## src/pixel_cfg.svh

```systemverilog
// address map, block span, fifo sizing and sequence memory size
`ifndef PIXEL_CFG_SVH
`define PIXEL_CFG_SVH

// block base addresses, after the host offset is removed
`define GPIO_BASEADDR    16'h0000
`define FIFO_BASEADDR    16'h0020
`define SPI_RX_BASEADDR  16'h0100
`define TDC_BASEADDR     16'h0200
`define SEQ_GEN_BASEADDR 16'h1000

// registers per block, seq_gen memory sits just above its span
`define BLOCK_SPAN 16

`define SEQ_MEM_BYTES 256

// fifo sizes in 32-bit words
`define SRC_FIFO_DEPTH 8
`define OUT_FIFO_DEPTH 32
`define OUT_NEAR_FULL  24

// host address of register 0
`define BUS_OFFSET 16'h4000

`endif

```

## src/pixel_pkg.sv

```systemverilog
// readout word type, data identifiers and fsm state types
package pixel_pkg;

    // identifier in bits 31:28, block-specific payload below
    typedef logic [31:0] word_t;

    typedef enum logic [3:0] {
        id_pixel_sr = 4'd1,
        id_tdc      = 4'd4
    } data_id_t;

    typedef enum logic {
        seq_idle,
        seq_run
    } seq_state_t;

    typedef enum logic {
        tdc_idle,
        tdc_high
    } tdc_state_t;

endpackage

```

## src/word_fifo.sv

```systemverilog
// word_fifo: first-word-fall-through fifo of 32-bit words with fill level
`timescale 1ns/1ps
`include "pixel_cfg.svh"

module word_fifo #(
    parameter int DEPTH = `SRC_FIFO_DEPTH
) (
    input  logic                       clk,
    input  logic                       arst_n,
    input  logic                       wr,
    input  logic                       rd,
    input  pixel_pkg::word_t           wdata,
    output pixel_pkg::word_t           rdata,
    output logic                       empty,
    output logic                       full,
    output logic [$clog2(DEPTH+1)-1:0] level
);
    import pixel_pkg::*;

    localparam int AW = (DEPTH > 1) ? $clog2(DEPTH) : 1;

    word_t         mem [DEPTH];
    logic [AW-1:0] wr_ptr;
    logic [AW-1:0] rd_ptr;
    logic          do_wr;
    logic          do_rd;

    // pointers wrap explicitly so any depth works
    function automatic logic [AW-1:0] next_ptr(input logic [AW-1:0] ptr);
        return (ptr == AW'(DEPTH - 1)) ? '0 : ptr + 1'b1;
    endfunction

    assign empty = (level == '0);
    assign full  = (level == DEPTH);
    assign do_wr = wr && !full;
    assign do_rd = rd && !empty;
    // head word is visible before the pop
    assign rdata = mem[rd_ptr];

    always_ff @(posedge clk) begin
        if (do_wr) begin
            mem[wr_ptr] <= wdata;
        end
    end

    always_ff @(posedge clk or negedge arst_n) begin
        if (!arst_n) begin
            wr_ptr <= '0;
            rd_ptr <= '0;
            level  <= '0;
        end else begin
            if (do_wr) begin
                wr_ptr <= next_ptr(wr_ptr);
            end
            if (do_rd) begin
                rd_ptr <= next_ptr(rd_ptr);
            end
            case ({do_wr, do_rd})
                2'b10:   level <= level + 1'b1;
                2'b01:   level <= level - 1'b1;
                default: level <= level;
            endcase
        end
    end

endmodule

```

## src/gpio.sv

```systemverilog
// gpio: supply-enable register with readback
`timescale 1ns/1ps
`include "pixel_cfg.svh"

module gpio #(
    parameter logic [15:0] BASEADDR = `GPIO_BASEADDR
) (
    input  logic        bus_clk,
    input  logic        arst_n,
    input  logic [15:0] bus_add,
    input  logic [7:0]  bus_wdata,
    input  logic        bus_rd,
    input  logic        bus_wr,
    output logic [7:0]  rdata,
    output logic        en_va1,
    output logic        en_va2,
    output logic        en_vd1,
    output logic        en_vd2
);
    logic [15:0] off;
    logic        reg_sel;
    logic [3:0]  en;

    // addresses below the base wrap to large offsets
    assign off     = bus_add - BASEADDR;
    assign reg_sel = (off < 16'(`BLOCK_SPAN)) && (off == 16'd0);

    // one pin per bit, va1 in bit 0
    assign {en_vd2, en_vd1, en_va2, en_va1} = en;

    always_ff @(posedge bus_clk or negedge arst_n) begin
        if (!arst_n) begin
            en    <= '0;
            rdata <= '0;
        end else begin
            if (bus_wr && reg_sel) begin
                en <= bus_wdata[3:0];
            end
            rdata <= (bus_rd && reg_sel) ? {4'b0000, en} : 8'h00;
        end
    end

endmodule

```

## src/seq_gen.sv

```systemverilog
// seq_gen: bus-loaded pattern memory played back one byte per clock
`timescale 1ns/1ps
`include "pixel_cfg.svh"

module seq_gen #(
    parameter logic [15:0] BASEADDR = `SEQ_GEN_BASEADDR
) (
    input  logic        bus_clk,
    input  logic        arst_n,
    input  logic [15:0] bus_add,
    input  logic [7:0]  bus_wdata,
    input  logic        bus_rd,
    input  logic        bus_wr,
    output logic [7:0]  rdata,
    output logic [7:0]  seq_out
);
    import pixel_pkg::*;

    localparam logic [15:0] MEM_OFF = 16'(`BLOCK_SPAN);

    seq_state_t  state;
    logic [7:0]  mem [`SEQ_MEM_BYTES];
    logic [15:0] off;
    logic        sel;
    logic        mem_sel;
    logic [7:0]  mem_addr;
    logic        start;
    logic [7:0]  size;
    logic [8:0]  size_full;
    logic [8:0]  cnt;
    logic        done;

    assign off      = bus_add - BASEADDR;
    assign sel      = off < (MEM_OFF + 16'(`SEQ_MEM_BYTES));
    assign mem_sel  = sel && (off >= MEM_OFF);
    assign mem_addr = 8'(off - MEM_OFF);
    assign start    = bus_wr && sel && (off == 16'd0);
    // size 0 plays the full memory
    assign size_full = (size == 8'd0) ? 9'd256 : {1'b0, size};

    always_ff @(posedge bus_clk) begin
        if (bus_wr && mem_sel) begin
            mem[mem_addr] <= bus_wdata;
        end
    end

    // byte k leaves the register one edge after cnt reaches k
    always_ff @(posedge bus_clk or negedge arst_n) begin
        if (!arst_n) begin
            state   <= seq_idle;
            cnt     <= '0;
            size    <= '0;
            done    <= 1'b0;
            seq_out <= '0;
        end else begin
            if (bus_wr && sel && (off == 16'd1)) begin
                size <= bus_wdata;
            end
            if (start) begin
                state   <= seq_run;
                cnt     <= '0;
                done    <= 1'b0;
                seq_out <= '0;
            end else if (state == seq_run) begin
                if (cnt == size_full) begin
                    state   <= seq_idle;
                    done    <= 1'b1;
                    seq_out <= '0;
                end else begin
                    seq_out <= mem[cnt[7:0]];
                    cnt     <= cnt + 1'b1;
                end
            end
        end
    end

    always_ff @(posedge bus_clk or negedge arst_n) begin
        if (!arst_n) begin
            rdata <= '0;
        end else if (bus_rd && mem_sel) begin
            rdata <= mem[mem_addr];
        end else if (bus_rd && sel && (off == 16'd0)) begin
            rdata <= {7'b0, done};
        end else if (bus_rd && sel && (off == 16'd1)) begin
            rdata <= size;
        end else begin
            rdata <= '0;
        end
    end

endmodule

```

## src/spi_rx.sv

```systemverilog
// spi_rx: pixel shift-register deserializer feeding tagged words to a fifo
`timescale 1ns/1ps
`include "pixel_cfg.svh"

module spi_rx #(
    parameter logic [15:0] BASEADDR = `SPI_RX_BASEADDR
) (
    input  logic             bus_clk,
    input  logic             arst_n,
    input  logic [15:0]      bus_add,
    input  logic [7:0]       bus_wdata,
    input  logic             bus_rd,
    input  logic             bus_wr,
    output logic [7:0]       rdata,
    input  logic             sen,
    input  logic             sdi,
    input  logic             fifo_read,
    output logic             fifo_empty,
    output pixel_pkg::word_t fifo_data
);
    import pixel_pkg::*;

    logic [15:0] off;
    logic        reg_sel;
    logic        en;
    logic [14:0] shift;
    logic [3:0]  bit_cnt;
    logic [11:0] index;
    logic        sample;
    logic        push;
    word_t       push_word;

    assign off     = bus_add - BASEADDR;
    assign reg_sel = (off < 16'(`BLOCK_SPAN)) && (off == 16'd0);
    assign sample  = en && sen;
    // 16th bit goes straight into the word, msb first
    assign push      = sample && (bit_cnt == 4'd15);
    assign push_word = {id_pixel_sr, index, shift, sdi};

    always_ff @(posedge bus_clk) begin
        if (sample) begin
            shift <= {shift[13:0], sdi};
        end
    end

    always_ff @(posedge bus_clk or negedge arst_n) begin
        if (!arst_n) begin
            en      <= 1'b0;
            rdata   <= '0;
            bit_cnt <= '0;
            index   <= '0;
        end else begin
            if (bus_wr && reg_sel) begin
                en <= bus_wdata[0];
            end
            rdata <= (bus_rd && reg_sel) ? {7'b0, en} : 8'h00;
            // partial words are dropped when the chip stops shifting
            if (!sen) begin
                bit_cnt <= '0;
            end else if (sample) begin
                bit_cnt <= bit_cnt + 1'b1;
            end
            if (push) begin
                index <= index + 1'b1;
            end
        end
    end

    word_fifo #(.DEPTH(`SRC_FIFO_DEPTH)) fifo_i (
        .clk   (bus_clk),
        .arst_n(arst_n),
        .wr    (push),
        .rd    (fifo_read),
        .wdata (push_word),
        .rdata (fifo_data),
        .empty (fifo_empty),
        .full  (),
        .level ()
    );

endmodule

```

## src/tdc.sv

```systemverilog
// tdc: hit-or pulse-width counter feeding tagged words to a fifo
`timescale 1ns/1ps
`include "pixel_cfg.svh"

module tdc #(
    parameter logic [15:0] BASEADDR = `TDC_BASEADDR
) (
    input  logic             bus_clk,
    input  logic             arst_n,
    input  logic [15:0]      bus_add,
    input  logic [7:0]       bus_wdata,
    input  logic             bus_rd,
    input  logic             bus_wr,
    output logic [7:0]       rdata,
    input  logic             tdc_in,
    input  logic             fifo_read,
    output logic             fifo_empty,
    output pixel_pkg::word_t fifo_data
);
    import pixel_pkg::*;

    tdc_state_t  state;
    logic [15:0] off;
    logic        sel;
    logic        en;
    logic [15:0] len;
    logic [11:0] evt;
    logic        push;
    word_t       push_word;

    assign off = bus_add - BASEADDR;
    assign sel = off < 16'(`BLOCK_SPAN);
    // word goes out on the first edge with the input low again
    assign push      = (state == tdc_high) && !tdc_in;
    assign push_word = {id_tdc, evt, len};

    always_ff @(posedge bus_clk or negedge arst_n) begin
        if (!arst_n) begin
            state <= tdc_idle;
            en    <= 1'b0;
            len   <= '0;
            evt   <= '0;
        end else begin
            if (bus_wr && sel && (off == 16'd0)) begin
                en <= bus_wdata[0];
            end
            case (state)
                tdc_idle: begin
                    if (en && tdc_in) begin
                        state <= tdc_high;
                        len   <= 16'd1;
                    end
                end
                default: begin
                    if (!tdc_in) begin
                        state <= tdc_idle;
                        evt   <= evt + 1'b1;
                    end else if (en && (len != 16'hffff)) begin
                        // saturate on very long pulses
                        len <= len + 1'b1;
                    end
                end
            endcase
        end
    end

    always_ff @(posedge bus_clk or negedge arst_n) begin
        if (!arst_n) begin
            rdata <= '0;
        end else if (bus_rd && sel && (off == 16'd0)) begin
            rdata <= {7'b0, en};
        end else if (bus_rd && sel && (off == 16'd1)) begin
            rdata <= evt[7:0];
        end else begin
            rdata <= '0;
        end
    end

    word_fifo #(.DEPTH(`SRC_FIFO_DEPTH)) fifo_i (
        .clk   (bus_clk),
        .arst_n(arst_n),
        .wr    (push),
        .rd    (fifo_read),
        .wdata (push_word),
        .rdata (fifo_data),
        .empty (fifo_empty),
        .full  (),
        .level ()
    );

endmodule

```

## src/rrp_arbiter.sv

```systemverilog
// rrp_arbiter: round-robin merge of two word sources
`timescale 1ns/1ps

module rrp_arbiter (
    input  logic             bus_clk,
    input  logic             arst_n,
    input  logic [1:0]       write_req,
    input  pixel_pkg::word_t data_in0,
    input  pixel_pkg::word_t data_in1,
    input  logic             hold,
    output logic [1:0]       read_grant,
    output logic             write_out,
    output pixel_pkg::word_t data_out
);
    // source served most recently
    logic last;

    always_comb begin
        read_grant = 2'b00;
        if (!hold) begin
            if (write_req[0] && (!write_req[1] || last)) begin
                read_grant[0] = 1'b1;
            end else if (write_req[1]) begin
                read_grant[1] = 1'b1;
            end
        end
    end

    // pop and write happen in the same cycle
    assign write_out = |read_grant;
    assign data_out  = read_grant[1] ? data_in1 : data_in0;

    always_ff @(posedge bus_clk or negedge arst_n) begin
        if (!arst_n) begin
            last <= 1'b0;
        end else if (write_out) begin
            last <= read_grant[1];
        end
    end

endmodule

```

## src/out_fifo.sv

```systemverilog
// out_fifo: output word buffer drained a byte at a time, with fill-level register
`timescale 1ns/1ps
`include "pixel_cfg.svh"

module out_fifo #(
    parameter logic [15:0] BASEADDR = `FIFO_BASEADDR
) (
    input  logic             bus_clk,
    input  logic             arst_n,
    input  logic [15:0]      bus_add,
    input  logic [7:0]       bus_wdata,
    input  logic             bus_rd,
    input  logic             bus_wr,
    output logic [7:0]       rdata,
    input  logic             usb_read,
    output logic [7:0]       fd,
    input  logic             fifo_write,
    input  pixel_pkg::word_t fifo_data,
    output logic             near_full
);
    import pixel_pkg::*;

    localparam int LW = $clog2(`OUT_FIFO_DEPTH + 1);

    logic [15:0]   off;
    logic          reg_sel;
    word_t         head;
    logic          empty;
    logic [LW-1:0] level;
    logic [1:0]    byte_sel;
    logic          pop;

    assign off     = bus_add - BASEADDR;
    assign reg_sel = (off < 16'(`BLOCK_SPAN)) && (off == 16'd0);
    // low byte first, pop after the top byte
    assign pop       = usb_read && !empty && (byte_sel == 2'd3);
    assign fd        = empty ? 8'h00 : head[8*byte_sel +: 8];
    assign near_full = level >= LW'(`OUT_NEAR_FULL);

    always_ff @(posedge bus_clk or negedge arst_n) begin
        if (!arst_n) begin
            byte_sel <= '0;
            rdata    <= '0;
        end else begin
            if (usb_read && !empty) begin
                byte_sel <= byte_sel + 1'b1;
            end
            // fill level is read-only, writes have no effect
            rdata <= (bus_rd && reg_sel && !bus_wr) ? 8'(level) : 8'h00;
        end
    end

    word_fifo #(.DEPTH(`OUT_FIFO_DEPTH)) fifo_i (
        .clk   (bus_clk),
        .arst_n(arst_n),
        .wr    (fifo_write),
        .rd    (pop),
        .wdata (fifo_data),
        .rdata (head),
        .empty (empty),
        .full  (),
        .level (level)
    );

endmodule

```

## src/pixel.sv

```systemverilog
// pixel: readout controller top with address decode and read-data merge
`timescale 1ns/1ps
`include "pixel_cfg.svh"

module pixel (
    input  logic        bus_clk,
    input  logic        arst_n,
    input  logic [15:0] add,
    input  logic        rd_b,
    input  logic        wr_b,
    input  logic [7:0]  bus_wdata,
    output logic [7:0]  bus_rdata,
    input  logic        fread,
    input  logic        fstrobe,
    output logic [7:0]  fd,
    output logic        sr_in,
    output logic        global_sr_en,
    output logic        global_ctr_ld,
    output logic        global_dac_ld,
    output logic        pixel_sr_en,
    output logic        inject,
    output logic        lemo_tx,
    input  logic        pixel_sr_out,
    input  logic        hit_or,
    output logic        en_va1,
    output logic        en_va2,
    output logic        en_vd1,
    output logic        en_vd2,
    output logic        led1
);
    import pixel_pkg::*;

    logic [15:0] bus_add;
    logic        bus_rd;
    logic        bus_wr;
    logic        usb_read;
    logic [7:0]  gpio_rdata;
    logic [7:0]  seq_rdata;
    logic [7:0]  spi_rdata;
    logic [7:0]  tdc_rdata;
    logic [7:0]  fifo_rdata;
    logic [7:0]  seq_out;
    logic        spi_fifo_read;
    logic        spi_fifo_empty;
    word_t       spi_fifo_data;
    logic        tdc_fifo_read;
    logic        tdc_fifo_empty;
    word_t       tdc_fifo_data;
    logic        arb_write;
    word_t       arb_data;
    logic        fifo_near_full;

    assign bus_add  = add - `BUS_OFFSET;
    assign bus_rd   = ~rd_b;
    assign bus_wr   = ~wr_b;
    assign usb_read = fread && fstrobe;
    // unselected blocks return zero
    assign bus_rdata = gpio_rdata | seq_rdata | spi_rdata | tdc_rdata | fifo_rdata;

    assign sr_in         = seq_out[0];
    assign global_sr_en  = seq_out[1];
    assign global_ctr_ld = seq_out[2];
    assign global_dac_ld = seq_out[3];
    assign pixel_sr_en   = seq_out[4];
    assign inject        = seq_out[5];
    assign lemo_tx       = seq_out[5];
    assign led1          = fifo_near_full;

    gpio #(.BASEADDR(`GPIO_BASEADDR)) gpio_i (
        .bus_clk, .arst_n, .bus_add, .bus_wdata, .bus_rd, .bus_wr,
        .rdata(gpio_rdata),
        .en_va1, .en_va2, .en_vd1, .en_vd2
    );

    seq_gen #(.BASEADDR(`SEQ_GEN_BASEADDR)) seq_gen_i (
        .bus_clk, .arst_n, .bus_add, .bus_wdata, .bus_rd, .bus_wr,
        .rdata  (seq_rdata),
        .seq_out(seq_out)
    );

    // the chip shifts on bus_clk while pixel_sr_en is high
    spi_rx #(.BASEADDR(`SPI_RX_BASEADDR)) spi_rx_i (
        .bus_clk, .arst_n, .bus_add, .bus_wdata, .bus_rd, .bus_wr,
        .rdata     (spi_rdata),
        .sen       (seq_out[4]),
        .sdi       (pixel_sr_out),
        .fifo_read (spi_fifo_read),
        .fifo_empty(spi_fifo_empty),
        .fifo_data (spi_fifo_data)
    );

    tdc #(.BASEADDR(`TDC_BASEADDR)) tdc_i (
        .bus_clk, .arst_n, .bus_add, .bus_wdata, .bus_rd, .bus_wr,
        .rdata     (tdc_rdata),
        .tdc_in    (hit_or),
        .fifo_read (tdc_fifo_read),
        .fifo_empty(tdc_fifo_empty),
        .fifo_data (tdc_fifo_data)
    );

    // source 0 is the deserializer, source 1 the tdc
    rrp_arbiter rrp_arbiter_i (
        .bus_clk,
        .arst_n,
        .write_req ({~tdc_fifo_empty, ~spi_fifo_empty}),
        .data_in0  (spi_fifo_data),
        .data_in1  (tdc_fifo_data),
        .hold      (fifo_near_full),
        .read_grant({tdc_fifo_read, spi_fifo_read}),
        .write_out (arb_write),
        .data_out  (arb_data)
    );

    out_fifo #(.BASEADDR(`FIFO_BASEADDR)) out_fifo_i (
        .bus_clk, .arst_n, .bus_add, .bus_wdata, .bus_rd, .bus_wr,
        .rdata     (fifo_rdata),
        .usb_read  (usb_read),
        .fd        (fd),
        .fifo_write(arb_write),
        .fifo_data (arb_data),
        .near_full (fifo_near_full)
    );

endmodule

```

## config.mk

```make
export PLATFORM = sky130hd
export DESIGN_NAME = pixel
export DESIGN_NICKNAME = d
export VERILOG_FILES = /design/src/pixel_pkg.sv /design/src/word_fifo.sv /design/src/gpio.sv /design/src/seq_gen.sv /design/src/spi_rx.sv /design/src/tdc.sv /design/src/rrp_arbiter.sv /design/src/out_fifo.sv /design/src/pixel.sv
export VERILOG_INCLUDE_DIRS = /design/src /design/src/src
export SDC_FILE = /design/constraint.sdc
export NUM_CORES = 2
export LEC_CHECK = 0
export BUFFER_PORTS_ARGS = -buffer_cell sky130_fd_sc_hd__buf_2
export CAP_MARGIN = 15
export CORE_UTILIZATION = 44
export DETAILED_ROUTE_END_ITERATION = 8
export RECOVER_POWER = 50
export SLEW_MARGIN = 15
export SYNTH_ARGS = -nofsm -noshare
export SYNTH_HDL_FRONTEND = slang
export SYNTH_SLANG_ARGS = --single-unit
export TNS_END_PERCENT = 20
```

## constraint.sdc

```tcl
create_clock -name bus_clk -period 7.6 [get_ports bus_clk]
set_input_delay 1.14 -clock bus_clk [delete_from_list [all_inputs] [get_ports bus_clk]]
set_output_delay 1.14 -clock bus_clk [all_outputs]
set_load 0.03 [all_outputs]
```

== Word level (Yosys, flattened, before mapping) ==
Memory sizes are Yosys's and may differ from the RTL's.
Cells that the tools add are included.
Operators by class
  muxes and demuxes: 53
  reductions and logical operators: 66
  add/subtract/negate cells: 24
  order comparisons: 7
  shifts and indexed selects: 1
  bitwise logic cells: 8
  equality and inequality tests: 25
Operator list (count)
  zero test 16 bit: 5
  less-than comparator 16 x 5 -> 1 bit, second input constant: 4
  two-way mux 16 bit: 4
  two-way mux 8 bit: 6
  logical AND 1 bit: 38
  two-way mux 9 bit: 4
  == test 16 x 1 -> 1 bit, second input constant: 2
  two-way mux 32 bit: 1
  OR 8 bit: 4
  indexed part select 32 x 6 -> 8 bit: 1
  adder 12 x 1 -> 12 bit, second input constant: 2
  two-way mux 6 bit: 4
  two-way mux 1 bit: 21
  adder 16 x 1 -> 16 bit, second input constant: 1
  greater-or-equal comparator 16 x 5 -> 1 bit, second input constant: 1
  less-than comparator 16 x 9 -> 1 bit, second input constant: 1
  != test 16 bit, second input constant: 1
  one-hot mux 4 bit (2 select lines): 2
  subtractor 16 x 10 -> 16 bit, second input constant: 1
  subtractor 16 x 13 -> 16 bit, second input constant: 1
  subtractor 16 x 15 -> 16 bit, second input constant: 1
  subtractor 16 x 6 -> 16 bit, second input constant: 1
  subtractor 16 x 9 -> 16 bit, second input constant: 1
  adder 3 x 1 -> 3 bit, second input constant: 4
  33 further kinds: 73
Storage, ports and cells
  output and inout port bits: 28
  bits in registers: 170
  bits in writable memories: 3520
  memories: 4
Memory list
  seq_gen_i.mem: depth 256, width 8, rd ports 2, clocked after memory_dff 0, write ports 1, line seq_gen.sv:22  | logic [7:0] mem [`SEQ_MEM_BYTES];
  out_fifo_i.fifo_i.mem: depth 32, width 32, rd ports 1, clocked after memory_dff 0, write ports 1, line word_fifo.sv:22  | word_t mem [DEPTH];
  spi_rx_i.fifo_i.mem: depth 8, width 28, rd ports 1, clocked after memory_dff 0, write ports 1, line word_fifo.sv:22
  tdc_i.fifo_i.mem: depth 8, width 28, rd ports 1, clocked after memory_dff 0, write ports 1, line word_fifo.sv:22

== Depth between registers and ports, before layout ==
  word-level depth: 9
  gate-level depth with buffers: 14

== By module ==
A second synthesis with hierarchy kept.
Unflattened totals
  cells, all modules: 8306
  area, all modules: 163500.6 µm²
By module, submodules not included
  seq_gen: sequential area each 62374.8 µm², times used 1, cells an instance 5154, area each 98074.1 µm²
  word_fifo at out_fifo_i.fifo_i: sequential area each 31149.9 µm², times used 1, cells an instance 1823, area each 39715.6 µm²
  word_fifo at spi_rx_i.fifo_i ...: sequential area each 7937.6 µm², times used 2, cells an instance 437, area each 10291.1 µm²
  tdc: sequential area each 950.9 µm², times used 1, cells an instance 189, area each 1946.9 µm²
  spi_rx: sequential area each 900.9 µm², times used 1, cells an instance 99, area each 1395.1 µm²
  out_fifo: sequential area each 200.2 µm², times used 1, cells an instance 60, area each 663.1 µm²
  rrp_arbiter: sequential area each 25.0 µm², times used 1, cells an instance 47, area each 614.3 µm²
  gpio: sequential area each 200.2 µm², times used 1, cells an instance 28, area each 367.9 µm²
  pixel: sequential area each 0.0 µm², times used 1, cells an instance 32, area each 141.4 µm²

== Least setup slack after synthesis ==
Ideal clock, no wire load.
  path kind: in2reg
  start: input hit_or
  end: memory tdc_i.fifo_i.mem[0][0] (netlist name), enable pin
  stages: 4
  data arrival time: 4.440 ns
  setup slack: 2.676 ns
  buffers on the path: 1
  setup time: 0.484 ns
  data required time: 7.116 ns
  cells stage by stage: nor2b_1 -> clkbuf_1 -> nand2_1 -> nor4_1
Between the ends
  longest elaborated chain between the ends: 5
Ends and longest elaborated chain
  from (decl): line pixel.sv:24  | input logic hit_or,
  zero test 1 bit: line tdc.sv:34  | assign push = (state == tdc_high) && !tdc_in;
  logical AND 1 bit: line tdc.sv:34
  logical AND 1 bit: line word_fifo.sv:35  | assign do_wr = wr && !full;
  two-way mux 1 bit: line word_fifo.sv:41  | if (do_wr) begin
  two-way mux 1 bit (implied by the code): line word_fifo.sv:42  | mem[wr_ptr] <= wdata;
  to (decl): line word_fifo.sv:22
No other way between the ends.

== Worst setup path in the final report ==
  start: input bus_wdata[4]
  end: memory seq_gen_i.mem[352][4] (netlist: seq_gen_i.mem[88][4]) (data pin)
RTL lines
  from (decl): line pixel.sv:11  | input logic [7:0] bus_wdata,
  to (decl): line seq_gen.sv:22
No word-level cell before the write port.

==> metrics <==
port bufs 59; cell total after placement 12,170; library cells used by synthesis 76; Bufs and invs on worst path 2; drt total wl 469.4 mm; maxcap violations 57; status complete, but fails checks; Slew Viols, Final 2,175; most used cell, CP clkbuf_1; Crit Path Class input port to register; power per cell area 320.7 mW/mm²; GRT Resource Usage Total 26.54%; CP arrival 6860 ps; Post-synth EDFFs 3,471; RSZ-0062 raised after global routing false; Die Wd 591.8 µm; Primary FF master, synth edfxtp_1; Syn. warnings 0; CP max-delay cell clkbuf_1; # DRC 0; Post-Route Setup TNS 0 ps; Post-synth ARST share 3.930%; sequential area share after synthesis 70.43%; DR pass1 iterations 6; final net count 8,047; Fin Clk Skew 95.46 ps; Area Overhead vs Synth 11.94%; Die Height 591.8 µm; Tmin final 6631 ps; Num CTS Buffers 379; Slew @ Worst Pin 6112 ps; Top delay family on crit path buffers and inverters; DR WL/cell 36.43 µm; most common cell in the netlist edfxtp_1; routing usage on met2 39.62%; met3 Use GR 6.936%; Initial Util 44.21%; # IOs 60; worst vdd ir 0.2393 mV; R2R Path Start out_fifo_i.fifo_i.level[3]; share of cells above drive strength 1 24.92%; core region area 0.3462 mm²; final HPWL from detailed placement 283.4 mm; P_leak 53.43 nW; Largest stage delay, worst path 3050 ps; Post-Syn Instances 7,809; Worst Setup End Kind register; reg-to-reg slack, setup 1840 ps; DR vias 84,590; clock root cell clkbuf_16; Post-CTS Setup Bufs 0; placed instance area 0.1593 mm²; DIE AREA 0.3502 mm²; clock latency on the worst-skew pair 980 ps; Cell Area, Synth 0.1530 mm²; post-CTS resize count 0; H-Tree Depth 5; Finished Cell Area 0.1713 mm²; data required time at the worst endpoint 7830 ps; Hold Buf Count CTS 0; final period utilization 87.25%; CTS sink count 3,613; M1 GR Usage 37.42%; violated checks capacitance limit, slew limit; CTS tree done; FMAX 150.8 MHz; Final Setup Violations 0; gr ovfl total 0; ranking of synthesized cells by area edfxtp_1 (68%), mux4_2 (16%), mux2i_1 (3.5%); clock-pin slew on the worst setup and hold paths 60 ps; buffer depth of the longest clock path 4; path type of the worst min-delay path input port to asynchronous set/reset pin; final std cells w/o fill 12,890; Fill cells 27,660; R2R depth 8; #FFs+latches synth 3,613; Yosys top cell area share 68.10%; Via-to-Cell Ratio 6.564; Syn Nets 7,886; Pwr Total 0.05494 W; first-pass GRT wire length 655.0 mm; Rel. slew slack -307.4%; vias in the first global route 83,800; Fin. Hold Viols 0; antenna violations before repair 34; r2r endpoint out_fifo_i.fifo_i.mem[5][9]; largest net degree at the start of global routing 164; Rows 216; kind of start point of the critical path input port; Synth area leader edfxtp_1; maximum fanout along the worst path 75; leading cell types by count after synthesis edfxtp_1 (3,471), mux4_2 (1,107), mux2i_1 (529), nor2_1 (431), clkbuf_1 (285); Most Crowded Layer GR met2; Critical Path, Cell by Cell clkbuf_1 -> clkbuf_1; Mean Syn Cell Area 19.60 µm²; Routed Antenna Nets 0; final RePlAce weighted congestion 0.9542; DR iter-0 viols 11,950
## stage by stage
stage / hold WS [ps] / setup slack (ps) / util (%)
after floorplan: 454.3 / 2676 / -
after global placement: 477.1 / 1741 / 46.00
after detailed placement: 470.9 / 1522 / 46.01
after CTS: 273.5 / 1703 / 49.60
after global routing: 293.2 / 1073 / 49.48
final: 250.8 / 968.7 / 49.49
## metal layers
| metal | routed length, µm | vias to the layer above |
|---|---|---|
| li1 | - | 33180 |
| met1 | 183200 | 45120 |
| met2 | 211600 | 5292 |
| met3 | 53590 | 982 |
| met4 | 20920 | 16 |
| met5 | 100 | - |
## cell families after synthesis
group	share of synthesized area, %
adder cells (fa/ha/maj)	0.3826
multiplexers	20.14
XOR/XNOR	0.4178
AND/OR/NAND/NOR	3.047
buffers and inverters	1.878
AO/OA/AOI/OAI	3.710
flip-flops	70.43
## layout make-up
cell class	count	area [µm²]	share of cell area (%)
inverters	34	135.1	0.07887
clock inverters	235	2351	1.372
flip-flops and latches	3613	107800	62.93
well taps	4578	5728	3.343
repair buffers	303	2374	1.385
multi-input cells	3639	42790	24.98
clock buffers	468	10090	5.887
diodes	16	40.04	0.02337
## worst register-to-register path, stage by stage (launching register included)
cell	delay, ps
dfrtp_1	450
a21oi_1	430
nand2b_1	190
a21oi_1	160
clkbuf_1	1210
clkinv_2	1300
buf_12	520
a211oi_1	870
a21oi_4	300
## where the power goes
group	switching, W	leakage (nW)	internal, W
Sequential	0.000617	33.3	0.0238
Clock	0.00788	6.08	0.0108
Combinational	0.00780	14.1	0.00405
## sequential cells by signal, summed over array words and instances, names as in the netlist, 9 cells and up
signal / cells
seq_gen_i.mem: 2048
spi_rx_i.index: 12
tdc_i.fifo_i.mem: 224
tdc_i.len: 16
out_fifo_i.fifo_i.mem: 960
spi_rx_i.shift: 15
seq_gen_i.cnt: 9
tdc_i.evt: 12
spi_rx_i.fifo_i.mem: 224
## worst max path at each step
| stage | start | endpoint | slack (ps) | depth (start not counted) |
|---|---|---|---|---|
| after floorplan | hit_or | tdc_i.fifo_i.mem[0][0] | 2680 | 4 |
| after global placement | add[14] | seq_gen_i.mem[18][6] | 1740 | 7 |
| after detailed placement | add[14] | seq_gen_i.mem[22][0] | 1520 | 8 |
| after CTS | out_fifo_i.fifo_i.rd_ptr[0] | fd[4] | 1700 | 6 |
| after global routing | bus_wdata[4] | seq_gen_i.mem[88][4] | 1070 | 2 |
| final | bus_wdata[4] | seq_gen_i.mem[88][4] | 970 | 2 |
## placed cells by master (no fill, tap or decap), drive strengths merged, types with 38 or more instances in the layout
master      n
mux2       53
mux2i     529
inv        47
dfrtp     142
bufinv     41
a211oi     91
nand3      53
a2111oi    38
nor2      431
nand2     230
clkbuf    533
o221ai    119
xnor2      44
buf       237
o22ai     105
o21ai      93
clkinv    167
ha         42
mux4     1107
a21oi     149
edfxtp   3471
a22oi      54
nor3       87
nor2b      48
No activity file was read; power rests on OpenSTA's default activity.
